<file path="src/design/hacd_noc_pkg.sv">
// noc packet format and whole request/response types for the accelerator front end
`default_nettype none

package hacd_noc_pkg;

  // flit width on both noc directions
  localparam int unsigned NocDataWidth = 32;

  // packet opcodes, carried in the header flit
  typedef enum logic [1:0] {
    OpRead  = 2'd0,
    OpWrite = 2'd1,
    OpAck   = 2'd2,
    OpRdata = 2'd3
  } noc_op_e;

  // header flit field positions
  localparam int unsigned HdrOpMsb   = 31;
  localparam int unsigned HdrOpLsb   = 30;
  localparam int unsigned HdrSizeBit = 29;

  // one complete request as gathered from the noc
  typedef struct packed {
    logic        write;
    logic        size64;
    logic [31:0] addr;
    logic [63:0] wdata;
  } acc_req_t;

  // one complete response before serialization
  typedef struct packed {
    logic        write;
    logic        size64;
    logic [63:0] rdata;
  } acc_rsp_t;

endpackage

`default_nettype wire

</file>
<file path="src/design/hacd_reg_pkg.sv">
// register map and register bus types of the accelerator control block
`default_nettype none

package hacd_reg_pkg;

  ////////////////////////////////////////////////////////////
  // register offsets, relative to the accelerator base
  ////////////////////////////////////////////////////////////
  localparam logic [31:0] RegCtrl   = 32'h00;
  localparam logic [31:0] RegStatus = 32'h04;
  localparam logic [31:0] RegSrcLo  = 32'h08;
  localparam logic [31:0] RegSrcHi  = 32'h0C;
  localparam logic [31:0] RegLen    = 32'h10;
  localparam logic [31:0] RegJobCnt = 32'h14;

  // ctrl start bits
  localparam int unsigned CtrlDeflStart = 0;
  localparam int unsigned CtrlInflStart = 1;

  // status bits, done bits are write-1-to-clear
  localparam int unsigned StDeflBusy = 0;
  localparam int unsigned StInflBusy = 1;
  localparam int unsigned StDeflDone = 2;
  localparam int unsigned StInflDone = 3;

  typedef struct packed {
    logic        valid;
    logic        write;
    logic [31:0] addr;
    logic [31:0] wdata;
  } reg_req_t;

  typedef struct packed {
    logic        ready;
    logic [31:0] rdata;
  } reg_rsp_t;

endpackage

`default_nettype wire

</file>
<file path="src/design/hacd_if.sv">
// internal request, register bus and response interfaces of the front end
`default_nettype none

////////////////////////////////////////////////////////////
// whole requests, receive side towards the splitter
////////////////////////////////////////////////////////////
interface acc_req_if;
  logic                   valid;
  logic                   ready;
  hacd_noc_pkg::acc_req_t data;

  modport src (
    output valid,
    output data,
    input  ready
  );

  modport dst (
    input  valid,
    input  data,
    output ready
  );
endinterface

////////////////////////////////////////////////////////////
// 32-bit register accesses
////////////////////////////////////////////////////////////
interface reg_bus_if;
  hacd_reg_pkg::reg_req_t req;
  hacd_reg_pkg::reg_rsp_t rsp;

  modport mst (
    output req,
    input  rsp
  );

  modport slv (
    input  req,
    output rsp
  );
endinterface

////////////////////////////////////////////////////////////
// whole responses, splitter towards the transmit side
////////////////////////////////////////////////////////////
interface acc_rsp_if;
  logic                   valid;
  logic                   ready;
  hacd_noc_pkg::acc_rsp_t data;

  modport src (
    output valid,
    output data,
    input  ready
  );

  modport dst (
    input  valid,
    input  data,
    output ready
  );
endinterface

`default_nettype wire

</file>
<file path="src/design/hacd_ctrl_regs.sv">
// job registers, deflate/inflate job sequencing, done flags and interrupts
`default_nettype none

module hacd_ctrl_regs #(
  parameter int unsigned LenWidth = 8
) (
  input  wire logic clk_i,
  input  wire logic rst_ni,
  reg_bus_if.slv    bus,
  output logic      infl_irq_o,
  output logic      defl_irq_o
);

  import hacd_reg_pkg::*;

  // engine index
  localparam int unsigned EngDefl = 0;
  localparam int unsigned EngInfl = 1;

  logic [31:0]                src_lo_q;
  logic [31:0]                src_hi_q;
  logic [LenWidth-1:0]        len_q;
  logic [31:0]                job_cnt_q;
  logic [1:0]                 busy_q;
  logic [1:0]                 done_q;
  logic [1:0][LenWidth-1:0]   cnt_q;
  logic [1:0]                 start;
  logic [1:0]                 clear;
  logic [1:0]                 finish;
  logic                       wr_en;
  logic [31:0]                status;

  assign wr_en = bus.req.valid & bus.req.write;

  assign start[EngDefl]  = wr_en && (bus.req.addr == RegCtrl) && bus.req.wdata[CtrlDeflStart];
  assign start[EngInfl]  = wr_en && (bus.req.addr == RegCtrl) && bus.req.wdata[CtrlInflStart];
  assign clear[EngDefl]  = wr_en && (bus.req.addr == RegStatus) && bus.req.wdata[StDeflDone];
  assign clear[EngInfl]  = wr_en && (bus.req.addr == RegStatus) && bus.req.wdata[StInflDone];

  // last busy cycle of each engine
  assign finish = busy_q & {(cnt_q[EngInfl] == '0), (cnt_q[EngDefl] == '0)};

  always_ff @(posedge clk_i or negedge rst_ni) begin
    if (!rst_ni) begin
      src_lo_q  <= '0;
      src_hi_q  <= '0;
      len_q     <= '0;
      job_cnt_q <= '0;
      busy_q    <= '0;
      done_q    <= '0;
      cnt_q     <= '0;
    end else begin
      if (wr_en && bus.req.addr == RegSrcLo) src_lo_q <= bus.req.wdata;
      if (wr_en && bus.req.addr == RegSrcHi) src_hi_q <= bus.req.wdata;
      if (wr_en && bus.req.addr == RegLen)   len_q    <= bus.req.wdata[LenWidth-1:0];
      job_cnt_q <= job_cnt_q + 32'(finish[EngDefl]) + 32'(finish[EngInfl]);

      ////////////////////////////////////////////////////////////
      // countdown engines
      ////////////////////////////////////////////////////////////
      for (int i = 0; i < 2; i++) begin
        if (busy_q[i]) begin
          // a start while busy is dropped
          if (finish[i]) begin
            busy_q[i] <= 1'b0;
          end else begin
            cnt_q[i] <= cnt_q[i] - 1'b1;
          end
        end else if (start[i]) begin
          busy_q[i] <= 1'b1;
          cnt_q[i]  <= len_q;
        end
        // finishing wins over a clear in the same cycle
        if (finish[i]) begin
          done_q[i] <= 1'b1;
        end else if (clear[i]) begin
          done_q[i] <= 1'b0;
        end
      end
    end
  end

  always_comb begin
    status             = '0;
    status[StDeflBusy] = busy_q[EngDefl];
    status[StInflBusy] = busy_q[EngInfl];
    status[StDeflDone] = done_q[EngDefl];
    status[StInflDone] = done_q[EngInfl];
  end

  // read mux, ctrl and unmapped offsets read as zero
  always_comb begin
    unique case (bus.req.addr)
      RegStatus: bus.rsp.rdata = status;
      RegSrcLo:  bus.rsp.rdata = src_lo_q;
      RegSrcHi:  bus.rsp.rdata = src_hi_q;
      RegLen:    bus.rsp.rdata = 32'(len_q);
      RegJobCnt: bus.rsp.rdata = job_cnt_q;
      default:   bus.rsp.rdata = '0;
    endcase
  end

  assign bus.rsp.ready = 1'b1;

  assign defl_irq_o = done_q[EngDefl];
  assign infl_irq_o = done_q[EngInfl];

endmodule

`default_nettype wire

</file>
<file path="src/design/hacd_noc_rx.sv">
// noc receive stage, gathers request flits into one whole request
`default_nettype none

module hacd_noc_rx (
  input  wire logic                                  clk_i,
  input  wire logic                                  rst_ni,
  input  wire logic [hacd_noc_pkg::NocDataWidth-1:0] noc_data_i,
  input  wire logic                                  noc_valid_i,
  output logic                                       noc_ready_o,
  acc_req_if.src                                     req
);

  import hacd_noc_pkg::*;

  logic [1:0]  cnt_q;
  logic [1:0]  last_cnt;
  logic        write_q;
  logic        size64_q;
  logic        valid_q;
  logic [31:0] addr_q;
  logic [63:0] wdata_q;
  logic        flit_fire;

  // stall the noc while a finished request waits downstream
  assign noc_ready_o = ~valid_q;
  assign flit_fire   = noc_valid_i & noc_ready_o;

  // header, address, then one or two data words for writes
  assign last_cnt = !write_q ? 2'd1 : (size64_q ? 2'd3 : 2'd2);

  always_ff @(posedge clk_i or negedge rst_ni) begin
    if (!rst_ni) begin
      cnt_q    <= '0;
      write_q  <= 1'b0;
      size64_q <= 1'b0;
      valid_q  <= 1'b0;
    end else begin
      if (req.valid && req.ready) begin
        valid_q <= 1'b0;
      end
      if (flit_fire) begin
        if (cnt_q == 2'd0) begin
          write_q  <= (noc_op_e'(noc_data_i[HdrOpMsb:HdrOpLsb]) == OpWrite);
          size64_q <= noc_data_i[HdrSizeBit];
          cnt_q    <= 2'd1;
        end else if (cnt_q == last_cnt) begin
          cnt_q   <= 2'd0;
          valid_q <= 1'b1;
        end else begin
          cnt_q <= cnt_q + 2'd1;
        end
      end
    end
  end

  // address and data words, low word first
  always_ff @(posedge clk_i) begin
    if (flit_fire) begin
      case (cnt_q)
        2'd1:    addr_q          <= noc_data_i;
        2'd2:    wdata_q[31:0]   <= noc_data_i;
        2'd3:    wdata_q[63:32]  <= noc_data_i;
        default: ;
      endcase
    end
  end

  assign req.valid = valid_q;
  assign req.data  = '{write: write_q, size64: size64_q, addr: addr_q, wdata: wdata_q};

endmodule

`default_nettype wire

</file>
<file path="src/design/hacd_noc_tx.sv">
// noc transmit stage, serializes responses into flits under back-pressure
`default_nettype none

module hacd_noc_tx (
  input  wire logic                                  clk_i,
  input  wire logic                                  rst_ni,
  acc_rsp_if.dst                                     rsp,
  output logic [hacd_noc_pkg::NocDataWidth-1:0]      noc_data_o,
  output logic                                       noc_valid_o,
  input  wire logic                                  noc_ready_i
);

  import hacd_noc_pkg::*;

  logic        busy_q;
  logic [1:0]  idx_q;
  logic [1:0]  last_idx;
  logic        write_q;
  logic        size64_q;
  logic [63:0] rdata_q;
  logic [NocDataWidth-1:0] hdr;

  // take a new response only when idle
  assign rsp.ready   = ~busy_q;
  assign noc_valid_o = busy_q;

  // ack is header only, rdata carries one or two words
  assign last_idx = write_q ? 2'd0 : (size64_q ? 2'd2 : 2'd1);

  always_comb begin
    hdr                     = '0;
    hdr[HdrOpMsb:HdrOpLsb]  = write_q ? OpAck : OpRdata;
    hdr[HdrSizeBit]         = size64_q;
  end

  always_comb begin
    unique case (idx_q)
      2'd1:    noc_data_o = rdata_q[31:0];
      2'd2:    noc_data_o = rdata_q[63:32];
      default: noc_data_o = hdr;
    endcase
  end

  always_ff @(posedge clk_i or negedge rst_ni) begin
    if (!rst_ni) begin
      busy_q <= 1'b0;
      idx_q  <= '0;
    end else if (rsp.valid && rsp.ready) begin
      busy_q <= 1'b1;
      idx_q  <= '0;
    end else if (noc_valid_o && noc_ready_i) begin
      if (idx_q == last_idx) begin
        busy_q <= 1'b0;
      end else begin
        idx_q <= idx_q + 2'd1;
      end
    end
  end

  always_ff @(posedge clk_i) begin
    if (rsp.valid && rsp.ready) begin
      write_q  <= rsp.data.write;
      size64_q <= rsp.data.size64;
      rdata_q  <= rsp.data.rdata;
    end
  end

endmodule

`default_nettype wire

</file>
<file path="src/design/hacd_pipe_reg.sv">
// one-entry valid/ready pipeline stage for any payload type
`default_nettype none

module hacd_pipe_reg #(
  parameter type payload_t = logic
) (
  input  wire logic clk_i,
  input  wire logic rst_ni,
  input  wire logic valid_i,
  output logic      ready_o,
  input  payload_t  data_i,
  output logic      valid_o,
  input  wire logic ready_i,
  output payload_t  data_o
);

  logic     valid_q;
  payload_t data_q;

  // free, or emptying in this very cycle
  assign ready_o = ~valid_q | ready_i;

  always_ff @(posedge clk_i or negedge rst_ni) begin
    if (!rst_ni) begin
      valid_q <= 1'b0;
    end else if (ready_o) begin
      valid_q <= valid_i;
    end
  end

  always_ff @(posedge clk_i) begin
    if (valid_i && ready_o) begin
      data_q <= data_i;
    end
  end

  assign valid_o = valid_q;
  assign data_o  = data_q;

endmodule

`default_nettype wire

</file>
<file path="src/design/hacd_top.sv">
// register front end of the compression accelerator, noc in to noc out
`default_nettype none

module hacd_top #(
  parameter logic [31:0] HacdBase = 32'h4000_0000,
  parameter int unsigned LenWidth = 8
) (
  input  wire logic                                  clk_i,
  input  wire logic                                  rst_ni,
  input  wire logic [hacd_noc_pkg::NocDataWidth-1:0] noc_in_data_i,
  input  wire logic                                  noc_in_valid_i,
  output logic                                       noc_in_ready_o,
  output logic [hacd_noc_pkg::NocDataWidth-1:0]      noc_out_data_o,
  output logic                                       noc_out_valid_o,
  input  wire logic                                  noc_out_ready_i,
  output logic                                       infl_irq_o,
  output logic                                       defl_irq_o
);

  import hacd_noc_pkg::*;

  acc_req_if rx_req ();
  acc_req_if split_req ();
  reg_bus_if reg_bus ();
  acc_rsp_if split_rsp ();
  acc_rsp_if tx_rsp ();

  ////////////////////////////////////////////////////////////
  // request path
  ////////////////////////////////////////////////////////////
  hacd_noc_rx i_noc_rx (
    .clk_i       ( clk_i          ),
    .rst_ni      ( rst_ni         ),
    .noc_data_i  ( noc_in_data_i  ),
    .noc_valid_i ( noc_in_valid_i ),
    .noc_ready_o ( noc_in_ready_o ),
    .req         ( rx_req.src     )
  );

  hacd_pipe_reg #(
    .payload_t ( acc_req_t )
  ) i_req_pipe (
    .clk_i   ( clk_i           ),
    .rst_ni  ( rst_ni          ),
    .valid_i ( rx_req.valid    ),
    .ready_o ( rx_req.ready    ),
    .data_i  ( rx_req.data     ),
    .valid_o ( split_req.valid ),
    .ready_i ( split_req.ready ),
    .data_o  ( split_req.data  )
  );

  hacd_word_split #(
    .HacdBase ( HacdBase )
  ) i_word_split (
    .clk_i  ( clk_i          ),
    .rst_ni ( rst_ni         ),
    .req    ( split_req.dst  ),
    .bus    ( reg_bus.mst    ),
    .rsp    ( split_rsp.src  )
  );

  hacd_ctrl_regs #(
    .LenWidth ( LenWidth )
  ) i_ctrl_regs (
    .clk_i      ( clk_i       ),
    .rst_ni     ( rst_ni      ),
    .bus        ( reg_bus.slv ),
    .infl_irq_o ( infl_irq_o  ),
    .defl_irq_o ( defl_irq_o  )
  );

  ////////////////////////////////////////////////////////////
  // response path
  ////////////////////////////////////////////////////////////
  hacd_pipe_reg #(
    .payload_t ( acc_rsp_t )
  ) i_rsp_pipe (
    .clk_i   ( clk_i           ),
    .rst_ni  ( rst_ni          ),
    .valid_i ( split_rsp.valid ),
    .ready_o ( split_rsp.ready ),
    .data_i  ( split_rsp.data  ),
    .valid_o ( tx_rsp.valid    ),
    .ready_i ( tx_rsp.ready    ),
    .data_o  ( tx_rsp.data     )
  );

  hacd_noc_tx i_noc_tx (
    .clk_i       ( clk_i           ),
    .rst_ni      ( rst_ni          ),
    .rsp         ( tx_rsp.dst      ),
    .noc_data_o  ( noc_out_data_o  ),
    .noc_valid_o ( noc_out_valid_o ),
    .noc_ready_i ( noc_out_ready_i )
  );

endmodule

`default_nettype wire

</file>
<file path="src/design/hacd_word_split.sv">
// address translation and split of each request into 32-bit register accesses
`default_nettype none

module hacd_word_split #(
  parameter logic [31:0] HacdBase = 32'h0000_0000
) (
  input  wire logic clk_i,
  input  wire logic rst_ni,
  acc_req_if.dst    req,
  reg_bus_if.mst    bus,
  acc_rsp_if.src    rsp
);

  typedef enum logic [1:0] {Idle, Second, Resp} state_e;

  state_e      state_d, state_q;
  logic [31:0] offset;
  logic        lo_en;
  logic        hi_en;
  logic [31:0] lo_q;
  logic [31:0] hi_q;
  logic        write_q;
  logic        size64_q;

  // offset inside the register block
  assign offset = req.data.addr - HacdBase;

  always_comb begin
    state_d       = state_q;
    req.ready     = 1'b0;
    rsp.valid     = 1'b0;
    lo_en         = 1'b0;
    hi_en         = 1'b0;
    bus.req.valid = 1'b0;
    bus.req.write = req.data.write;
    bus.req.addr  = offset;
    bus.req.wdata = req.data.wdata[31:0];

    unique case (state_q)
      Idle: begin
        if (req.valid && bus.rsp.ready) begin
          bus.req.valid = 1'b1;
          lo_en         = 1'b1;
          // a 64-bit access needs the high word in the next cycle
          if (req.data.size64) begin
            state_d = Second;
          end else begin
            req.ready = 1'b1;
            state_d   = Resp;
          end
        end
      end
      // high word at the next register
      Second: begin
        bus.req.addr  = offset + 32'h4;
        bus.req.wdata = req.data.wdata[63:32];
        if (bus.rsp.ready) begin
          bus.req.valid = 1'b1;
          hi_en         = 1'b1;
          req.ready     = 1'b1;
          state_d       = Resp;
        end
      end
      Resp: begin
        rsp.valid = 1'b1;
        if (rsp.ready) begin
          state_d = Idle;
        end
      end
      default: state_d = Idle;
    endcase
  end

  always_ff @(posedge clk_i or negedge rst_ni) begin
    if (!rst_ni) begin
      state_q <= Idle;
    end else begin
      state_q <= state_d;
    end
  end

  // read words and response kind
  always_ff @(posedge clk_i) begin
    if (lo_en) begin
      lo_q     <= bus.rsp.rdata;
      hi_q     <= '0;
      write_q  <= req.data.write;
      size64_q <= req.data.size64;
    end
    if (hi_en) begin
      hi_q <= bus.rsp.rdata;
    end
  end

  assign rsp.data = '{write: write_q, size64: size64_q, rdata: {hi_q, lo_q}};

endmodule

`default_nettype wire

</file>
<file path="config.mk">
export PLATFORM = sky130hd
export DESIGN_NAME = hacd_top
export DESIGN_NICKNAME = d
export VERILOG_FILES = /design/src/design/hacd_noc_pkg.sv /design/src/design/hacd_reg_pkg.sv /design/src/design/hacd_if.sv /design/src/design/hacd_ctrl_regs.sv /design/src/design/hacd_noc_rx.sv /design/src/design/hacd_noc_tx.sv /design/src/design/hacd_pipe_reg.sv /design/src/design/hacd_top.sv /design/src/design/hacd_word_split.sv
export SDC_FILE = /design/constraint.sdc
export NUM_CORES = 1
export LEC_CHECK = 0
export BUFFER_PORTS_ARGS = -buffer_cell sky130_fd_sc_hd__clkbuf_2
export CORE_MARGIN = 8
export CORE_UTILIZATION = 55
export DETAILED_ROUTE_END_ITERATION = 7
export PLACE_DENSITY = 0.72
export SETUP_SLACK_MARGIN = 0.5
export SKIP_LAST_GASP = 1
export SYNTH_ARGS = -nofsm -noshare
export SYNTH_HDL_FRONTEND = slang
export SYNTH_SLANG_ARGS = --single-unit
</file>
<file path="constraint.sdc">
create_clock -name clk_i -period 9.5 [get_ports clk_i]
set_input_delay 1.9 -clock clk_i [delete_from_list [all_inputs] [get_ports clk_i]]
set_output_delay 1.9 -clock clk_i [all_outputs]
set_load 0.01 [all_outputs]
</file>
======== After elaboration in Yosys (flattened, before gate mapping) ========
Index checks and enable logic that the tools add are counted.
storage, ports and cells
  register bits ........................... 528
  latch bits .............................. 0
  bits in writable memories ............... 0
  memory bits (read-only) ................. 0
  output and inout port bits .............. 36
  word-level logic and storage cells ...... 156
  memories ................................ 0
operators by class
  $add $sub $neg .......................... 8
  multiply operators ...................... 0
  div/mod/pow operators ................... 0
  order comparisons ....................... 0
  eq/ne operators ......................... 20
  shifts and indexed selects .............. 0
  multiplexer cells ....................... 50
  bitwise operators ....................... 9
  reductions and logical operators ........ 34
operator list
  kind                                                  count
  case mux 32 bit (5 select lines)                      1
  adder 32 x 1 -> 32 bit                                2
  == test 32 x 4 -> 1 bit (second input constant)       2
  == test 32 x 5 -> 1 bit (second input constant)       2
  two-way mux 32 bit                                    2
  two-way mux 64 bit                                    1
  case mux 32 bit (2 select lines)                      1
  two-way mux 8 bit                                     6
  adder 32 x 3 -> 32 bit (second input constant)        1
  == test 32 x 3 -> 1 bit (second input constant)       1
  zero test 32 bit                                      1
  subtractor 32 x 31 -> 32 bit (second input constant)  1
  two-way mux 1 bit                                     25
  two-way mux 2 bit                                     11
  AND reduction 2 bit                                   9
  zero test 8 bit                                       2
  subtractor 8 x 1 -> 8 bit (second input constant)     2
  nonzero test 2 bit                                    7
  logical AND 1 bit                                     13
  == test 2 x 1 -> 1 bit (second input constant)        4
  == test 2 bit (second input constant)                 4
  != test 2 bit (second input constant)                 3
  case mux 2 bit (3 select lines)                       1
  adder 2 x 1 -> 2 bit (second input constant)          2
  other kinds (8)                                       17

======== Longest topological paths before layout ========
Gate-level depths: netlist of the first run.
  word-level depth ........................ 9
  depth in mapped cells ................... 15
  gate-level depth less buffers ........... 15

======== Hierarchy ========
From an unflattened synthesis of the first run, not the netlist that was laid out.
second synthesis, totals
  cells, all modules ...................... 1245
  area total of the unflattened synthesis .. 20614.8 um^2
modules (own cells, without submodules)
  module                      instances  cells each  area an instance (um^2)  seq. area each (um^2)
  hacd_ctrl_regs              1          522         6267.3                   3103.0
  hacd_word_split             1          256         3449.6                   2031.9
  hacd_noc_rx                 1          129         3233.1                   3007.9
  hacd_pipe_reg (i_req_pipe)  1          102         2996.6                   2967.8
  hacd_noc_tx                 1          166         2632.5                   2057.0
  hacd_pipe_reg (i_rsp_pipe)  1          70          2035.7                   2006.9

======== Worst setup path before layout of the first run ========
Ideal clock, no wire load.
  kind .................................... register to register
  start ................................... register i_word_split.state_q[0]
  end ..................................... register i_rsp_pipe.data_q (netlist bit i_rsp_pipe.data_o[0]), enable pin
  setup time .............................. 0.512 ns
  arrival time ............................ 3.890 ns
  data required time ...................... 8.988 ns
  slack ................................... 5.098 ns
  stages on the path, launching flop included .. 4
  clock period less this slack ............ 4.402 ns
  cell sequence ........................... dfrtp_1 -> buf_2 -> nand2b_1 -> a21oi_1
on the way
  longest elaborated chain between the ends .. 3
ends and longest elaborated chain
  what                    RTL line               text
  from (decl)             hacd_word_split.sv:16  state_e state_d, state_q;
  from (signal assigned)  hacd_word_split.sv:76  state_q <= Idle;
  from (signal assigned)  hacd_word_split.sv:78  state_q <= state_d;
  == test 2 bit           hacd_word_split.sv:39  unique case (state_q)
  two-way mux 1 bit       hacd_word_split.sv:39
  logical AND 1 bit       hacd_pipe_reg.sv:32    if (valid_i && ready_o) begin
  to (signal assigned)    hacd_pipe_reg.sv:33    data_q <= data_i;
  to (decl)               hacd_pipe_reg.sv:18    payload_t data_q;
Every way passes these cells.
A chain may end at the register's enable or synchronous reset.

======== Final worst setup path of the first run ========
  start ................................... register i_req_pipe.data_q (netlist bit i_req_pipe.data_o[66])
  end ..................................... register i_ctrl_regs.src_hi_q[9]
on the way
  longest elaborated chain between the ends .. 5
ends and longest elaborated chain
  what                            RTL line               text
  from (decl)                     hacd_pipe_reg.sv:18
  from (signal assigned)          hacd_pipe_reg.sv:33
  subtractor 32 x 31 -> 32 bit *  hacd_word_split.sv:26  assign offset = req.data.addr - HacdBase;
  adder 32 x 3 -> 32 bit          hacd_word_split.sv:55  bus.req.addr = offset + 32'h4;
  two-way mux 64 bit *            hacd_word_split.sv:39
  == test 32 x 4 -> 1 bit *       hacd_ctrl_regs.sv:54   if (wr_en && bus.req.addr == RegSrcHi) src_hi_q <= bus.req.wdata;
  logical AND 1 bit *             hacd_ctrl_regs.sv:54
  to (signal assigned)            hacd_ctrl_regs.sv:54
  to (decl)                       hacd_ctrl_regs.sv:21   logic [31:0] src_hi_q;
Mark *: on every way between the ends. The rest lies on a longest branch, timed or not.

==> flow_metrics.tcl, run 1 <==
set metrics [dict create \
    layout-drive-gt1-share_pct 17.8 \
    cts_sinks 528 \
    p_leak_nw 8.87 \
    status "completed" \
    wl_per_cell_microns 19.8 \
    clockRootBuffer "clkbuf_16" \
    design.core.area_sq_um 37300 \
    synth_nets 1385 \
    dpl.cell_count 1844 \
    rows 71 \
    min_from "i_noc_rx.addr_q[30]$_DFFE_PP_" \
    htreeDepth 2 \
    period_share_pct 48.5 \
    synth_top_area_cell "edfxtp_1" \
    required_ns 9.94 \
    power-per-cell-area_nw_per_um2 256 \
    fin_cells 1938 \
    critPathCaptureType "flip-flop" \
    syn-cell-area_sq_um 20600 \
    setup-tns-final_ns 0 \
    grt_pass1_wl_microns 60500 \
    cp_max_fo 32 \
    fin_skew_ns 0.0228 \
    cts_resized 0 \
    rr_startpoint "i_req_pipe.data_o[66]$_DFFE_PP_" \
    cts_made_buffers 50 \
    synth_edf_count 392 \
    gp_congestion 0.843 \
    slew_viol_final 0 \
    synthTopCellsByArea "edfxtp_1 (57%), dfrtp_1 (16%), nand2_1 (2.6%), mux2_2 (2.3%), mux2_4 (2.2%)" \
    crit_arrival_ns 5.04 \
    post-dp-hpwl_microns 24600 \
    regArea_sq_um 15200 \
    ioPinCount 72 \
    ys_ff_latch 528 \
    grt_overflow 0 \
    grt_pass1_vias 10900 \
    rsz0062_at_grt "false" \
    area_growth_syn_to_layout_pct 12.0 \
    critical_path_class "reg2reg" \
    ys.flop_type "edfxtp_1" \
    start_util_pct 55.3 \
    crit_start "i_req_pipe.data_o[66]$_DFFE_PP_" \
    synthCells 1338 \
    cts_post_setup_buffers_inserted 0 \
    die_y_microns 210 \
    grt_max_degree 77 \
    dr_total_vias 11100 \
    viasPerCell 5.71 \
    fmax_mhz 217 \
    setup_viol 0 \
    synth_top_cell_area_share_pct 57.0 \
    drcViolationCount 0 \
    ys_seq_area_share_pct 73.5 \
    drtPass1Iterations 5 \
    synth_warnings 0 \
    relSlewSlack_pct 22.9 \
    tightest_slew_ns 1.15 \
    fillers 2728 \
    yosys.cell_types.count 77 \
    maxCapViolations 0 \
    die_area_sq_um 44000 \
    hold_path.class "reg2reg" \
    async_reset_ff_share_pct 25.8 \
    vdd_drop_max_mv 0.155 \
    clkTransAtPathRegs_ns 0.06 \
    final_cell_mix "edfxtp_1 (392), nand2_1 (143), dfrtp_1 (136)" \
    drt-initial-drc-count 834 \
    final_common_cell "edfxtp_1" \
    hold_buffers 0 \
    hold_viol_final 0 \
    clk_latency_ns 0.57 \
    layout.nets 1469 \
    wl_microns 38400 \
    grt_usage_pct 17.3 \
    clockBufferDepth 3 \
    syn_area_per_cell_sq_um 15.4 \
    cts_tree "yes" \
    post-route-min-period_ns 4.61 \
    multi_input_area_sq_um 5150 \
    antenna_found_initial 0 \
    numPortBuffers 71 \
    die_w_microns 210 \
    ant_nets 0 \
    cp-start-kind "flip-flop" \
]
## cell families (layout without fill, tap and decap cells)
logic type | count (synthesis) | count (layout) | share of synthesized area (%)
buf+inv | 77 | 202 | 1.77
simple gates | 412 | 412 | 10.4
mux | 79 | 79 | 4.85
xor+xnor | 46 | 46 | 1.95
compound gates | 185 | 185 | 6.79
fa+ha+maj | 11 | 11 | 0.703
other cells | 0 | 1 | 0
flops | 528 | 528 | 73.5
## flip-flops by register name, summed over array words and instances, names as in the netlist, 2 cells and up
register,cells
i_noc_tx.idx_q,2
i_word_split.lo_q,32
i_ctrl_regs.busy_q,2
i_word_split.state_q,2
i_rsp_pipe.data_o,66
i_ctrl_regs.done_q,2
i_noc_rx.wdata_q,64
i_ctrl_regs.job_cnt_q,32
i_noc_tx.rdata_q,64
i_req_pipe.data_o,98
i_ctrl_regs.cnt_q,16
i_ctrl_regs.src_hi_q,32
i_ctrl_regs.src_lo_q,32
i_noc_rx.cnt_q,2
i_word_split.hi_q,32
i_ctrl_regs.len_q,8
i_noc_rx.addr_q,32
## critical path: stages (launching register included)
cell and delay, ns:
edfxtp_1 0.71, ha_1 0.31, nand3b_1 0.25, or3_1 0.46, a2bb2oi_1 0.17, or4_1 0.65
nor4b_4 0.25, buf_4 0.39, and3_2 0.84, mux2_2 0.42
## cell type report
cell class	instances	area share, %
sequential	528	65.7
multi-input combinational	733	22.3
clock buffer	62	5.65
tap	474	2.57
timing repair buffer	86	2.05
clock inverter	31	1.40
inverter	23	0.374
antenna	1	0.0108
## final timing paths
| path | endpoint | slack [ns] | cells past startpoint |
|---|---|---|---|
| worst max register to register | i_ctrl_regs.src_hi_q[9]$_DFFE_PN0P_ | 4.89 | 9 |
| max in group asynchronous | i_ctrl_regs.src_hi_q[25]$_DFFE_PN0P_ | 6.77 | 2 |
| worst min-delay path | i_req_pipe.data_o[94]$_DFFE_PP_ | 0.41 | 0 |
| worst max-delay path | i_ctrl_regs.src_hi_q[9]$_DFFE_PN0P_ | 4.89 | 9 |
| worst min register to register | i_req_pipe.data_o[94]$_DFFE_PP_ | 0.41 | 0 |
| min in group asynchronous | i_noc_rx.cnt_q[0]$_DFFE_PN0P_ | 1.31 | 1 |
## cell usage after synthesis (all sizes together) (11+ instances only)
library cell	n
o21ai	22
nand3	32
nor2	69
xor2	15
clkbuf	35
nand4	20
nand2	144
buf	19
and2	35
a22o	51
nor2b	11
and3	13
inv	22
xnor2	31
a21oi	18
mux2	77
nor3	30
dfrtp	136
nor4	14
a22oi	39
edfxtp	392
## through the flow
stage          util, %  power (mW)  worst slack, ns  cell area [sq um]  hold WS [ns]
3_5_place_dp      57.5        4.03             4.92              21500         0.405
3_3_place_gp      57.5        3.99             5.05              21500         0.401
6_report          61.9        5.92             4.89              23100         0.409
5_1_grt           61.9        6.18             4.58              23100         0.419
4_1_cts           61.9        5.99             4.71              23100         0.411
2_1_floorplan        -        3.67             5.10              20600         0.400
## power breakdown
group	leakage [nW]	internal, mW	switching (mW)	total (mW)
logic	2.58	0.231	0.623	0.854
registers	5.50	2.96	0.148	3.11
clock network	0.791	1.14	0.815	1.96
## layer usage
layer / up-vias / track usage, % / part of all wire (%)
met4: 0 / 5.25 / 2.1
met3: 61 / 2.89 / 4.1
met1: 5535 / 24.6 / 47
met5: - / 0 / 0
li1: 5225 / - / -
met2: 237 / 27.3 / 47
Note: power is estimated with default switching activity, not from simulation.
==> run 2, diff against run 1 <==
--- a/config.mk
+++ b/config.mk
@@ -5,6 +5,7 @@
 export SDC_FILE = /design/constraint.sdc
 export NUM_CORES = 1
 export LEC_CHECK = 0
+export ABC_AREA = 1
 export BUFFER_PORTS_ARGS = -buffer_cell sky130_fd_sc_hd__clkbuf_2
 export CORE_MARGIN = 8
 export CORE_UTILIZATION = 55
==> constraint.sdc (replaced) <==
create_clock -name clk_i -period 4.65 [get_ports clk_i]
set_input_delay 0.93 -clock clk_i [delete_from_list [all_inputs] [get_ports clk_i]]
set_output_delay 0.93 -clock clk_i [all_outputs]
set_load 0.01 [all_outputs]
==> flow_metrics.tcl, run 2 <==
set metrics [dict create \
    synth_edf_count 392 \
    syn-cell-area_sq_um 20600 \
    synth_nets 1694 \
    max_stage_delay_ns 0.50 \
    dpl.cell_count 2161 \
    clkTransAtPathRegs_ns 0.06 \
    cts_tree "yes" \
    clockBufferDepth 3 \
    power-per-cell-area_nw_per_um2 544 \
    maxCapViolations 0 \
    final_util_pct 62.4 \
    crit_top_cell "inv_1" \
    pwr-share-comb_pct 14.6 \
    die_area_sq_um 43900 \
    cp_max_fo 4 \
    cp_cell_sequence "inv_1 -> ha_1 -> nand2_1 -> nor3_2 -> nand2_1 -> nor2_1 -> inv_1 -> fa_1 -> inv_1 -> ha_1 -> nand3_1 -> inv_1 -> nand2_1 -> nor2_2 -> inv_1 -> nor2_2 -> nand2_1 -> or4_1 -> nor3_2 -> xor2_1" \
    synthTopCellsByArea "edfxtp_1 (57%), dfrtp_1 (17%), nand2_1 (7.1%), nand3_1 (3.7%), inv_1 (2.2%)" \
    synth_top_area_cell "edfxtp_1" \
    final_cell_mix "edfxtp_1 (392), nand2_1 (388), nand3_1 (152)" \
    setup_viol 0 \
    synthCells 1647 \
    ioPinCount 72 \
    diodes 0 \
    critPathCaptureType "flip-flop" \
    htreeDepth 2 \
    crit_arrival_ns 4.27 \
    hold_viol_final 0 \
    wl_per_cell_microns 17.1 \
    status "completed" \
    critPathTopFamily "simple AND/OR/NAND/NOR gates" \
    fmax_mhz 265 \
    post-dp-hpwl_microns 25200 \
    tightest_slew_ns 1.07 \
    hold_path.class "reg2reg" \
    wl_microns 38700 \
    drcViolationCount 0 \
    clk_latency_ns 0.58 \
    period_share_pct 81.3 \
    grt_max_degree 113 \
    whs_ns 0.414 \
    slew_viol_final 0 \
    synth_top_cell_area_share_pct 57.1 \
    yosys.cell_types.count 46 \
    critical-path-slowest-cell "or4_1" \
    start_util_pct 55.3 \
    antenna_found_initial 0 \
    dr_total_vias 12200 \
    vdd_drop_max_mv 0.389 \
    async_reset_ff_share_pct 25.8 \
    critical_path_class "reg2reg" \
    hold_buffers 0 \
    fin_skew_ns 0.00998 \
    ant_nets 0 \
    ys_ff_latch 528 \
    setup-tns-final_ns 0 \
    cts_sinks 528 \
    gp_congestion 0.887 \
    ys_seq_area_share_pct 73.6 \
    rows 71 \
    layout-drive-gt1-share_pct 12.4 \
    rsz0062_at_grt "true" \
    grt_overflow 0 \
    viasPerCell 5.38 \
    largest_reg_flops 98 \
    clkPwrFrac_pct 32.7 \
    drt-initial-drc-count 842 \
    synth_most_common_cell "edfxtp_1" \
    syn_area_per_cell_sq_um 12.5 \
    post-route-min-period_ns 3.78 \
    intPower_mw 9.26 \
    drtPass1Iterations 5 \
    numPortBuffers 71 \
    reg2reg_setup_slack_ns 0.87 \
    p_seq_share_pct 52.7 \
    final_common_cell "edfxtp_1" \
    switchingPower_mw 3.42 \
    p_leak_nw 9.42 \
    grt_pass1_wl_microns 62900 \
    switching_share_pct 27.0 \
    required_ns 5.14 \
    p_total_mw 12.7 \
    path_buf_inv 5 \
    ys_top_cells_by_count "edfxtp_1 (392), nand2_1 (390), nand3_1 (152)" \
    area_growth_syn_to_layout_pct 13.0 \
    layout.nets 1793 \
    cp-start-kind "flip-flop" \
    fin_cells 2263 \
    design.core.area_sq_um 37300 \
    grt_usage_pct 17.8 \
    synth_warnings 0 \
    die_y_microns 210 \
    grt_pass1_vias 12000 \
    cts_made_buffers 52 \
    ys.flop_type "edfxtp_1" \
    die_w_microns 210 \
    clockRootBuffer "clkbuf_16" \
    relSlewSlack_pct 28.8 \
]
-- run 2: changes by cell type in the layout (fill, tap and decap cells not counted), moves of 32 or more --
cell,previous run,this run
a22o_1,51,0
a22oi_1,39,2
and2_1,33,1
inv_1,21,122
mux2_2,43,0
nand2_1,143,388
nand3_1,31,152
o21ai_1,0,71
-- run 2: stage by stage --
stage	setup slack, ns	area (sq um)
2_1_floorplan	0.626	20600
3_3_place_gp	0.735	21500
6_report	0.870	23300
5_1_grt	0.501	23300
4_1_cts	0.518	23200
3_5_place_dp	0.521	21500
-- run 2: logic make-up (layout without fill, tap and decap cells) --
group / after synthesis / in the layout / share of synthesized area, %
XOR/XNOR: 41 / 41 / 1.74
AND/OR/NAND/NOR: 702 / 702 / 14.8
buffers and inverters: 178 / 320 / 3.58
adder cells (fa/ha/maj): 11 / 11 / 0.704
flip-flops: 528 / 528 / 73.6
AO/OA/AOI/OAI: 155 / 155 / 3.98
multiplexers: 32 / 32 / 1.55
-- run 2: final timing paths --
check | cells after the start | from | endpoint
setup / recovery | 20 | i_ctrl_regs.cnt_q[0]$_DFFE_PN0P_ | i_ctrl_regs.job_cnt_q[30]$_DFF_PN0_
hold reg to reg | 0 | i_noc_rx.wdata_q[22]$_DFFE_PP_ | i_req_pipe.data_o[22]$_DFFE_PP_
hold / removal | 0 | i_noc_rx.wdata_q[22]$_DFFE_PP_ | i_req_pipe.data_o[22]$_DFFE_PP_
max in group asynchronous | 2 | rst_ni | i_ctrl_regs.job_cnt_q[16]$_DFF_PN0_
min in group asynchronous | 1 | rst_ni | i_ctrl_regs.cnt_q[4]$_DFFE_PN0P_
setup reg to reg | 20 | i_ctrl_regs.cnt_q[0]$_DFFE_PN0P_ | i_ctrl_regs.job_cnt_q[30]$_DFF_PN0_
-- run 2: power groups by stage --
stage	logic (mW)	registers [mW]	clock network (mW)
6_report	1.85	6.68	4.14
5_1_grt	2.06	6.77	4.42
3_5_place_dp	1.89	6.79	0
3_3_place_gp	1.85	6.74	0
2_1_floorplan	1.17	6.70	0
4_1_cts	1.89	6.70	4.24
-- run 2: layout make-up --
type | count | area (sq um)
Sequential cell | 528 | 15200
Fill cell | 2799 | 14000
Multi-Input combinational cell | 941 | 4770
Clock buffer | 62 | 1360
Tap cell | 474 | 593
Timing Repair Buffer | 95 | 554
Inverter | 128 | 480
Clock inverter | 35 | 350
-- run 2: timing repair --
item / CTS / global route
endpoints found under the setup margin: 0 / 8
buffers inserted: 0 / 5
gates resized for setup: 0 / 9
-- run 2: metal layers --
metal	global-route usage (%)	vias to the layer above	routed length, microns
li1	-	5875	-
met5	0	-	0
met3	2.74	77	1960
met1	24.7	5905	17600
met4	6.42	0	1090
met2	28.4	316	18000
-- run 2: worst reg2reg max path, stage by stage (launching register included) --
cell	delay [ns]
dfrtp_1	0.39
inv_1	0.09
ha_1	0.22
nand2_1	0.10
nor3_2	0.18
nand2_1	0.10
nor2_1	0.11
inv_1	0.07
fa_1	0.44
inv_1	0.10
ha_1	0.18
nand3_1	0.14
inv_1	0.08
nand2_1	0.08
nor2_2	0.16
inv_1	0.09
nor2_2	0.15
nand2_1	0.10
or4_1	0.50
nor3_2	0.22
xor2_1	0.19
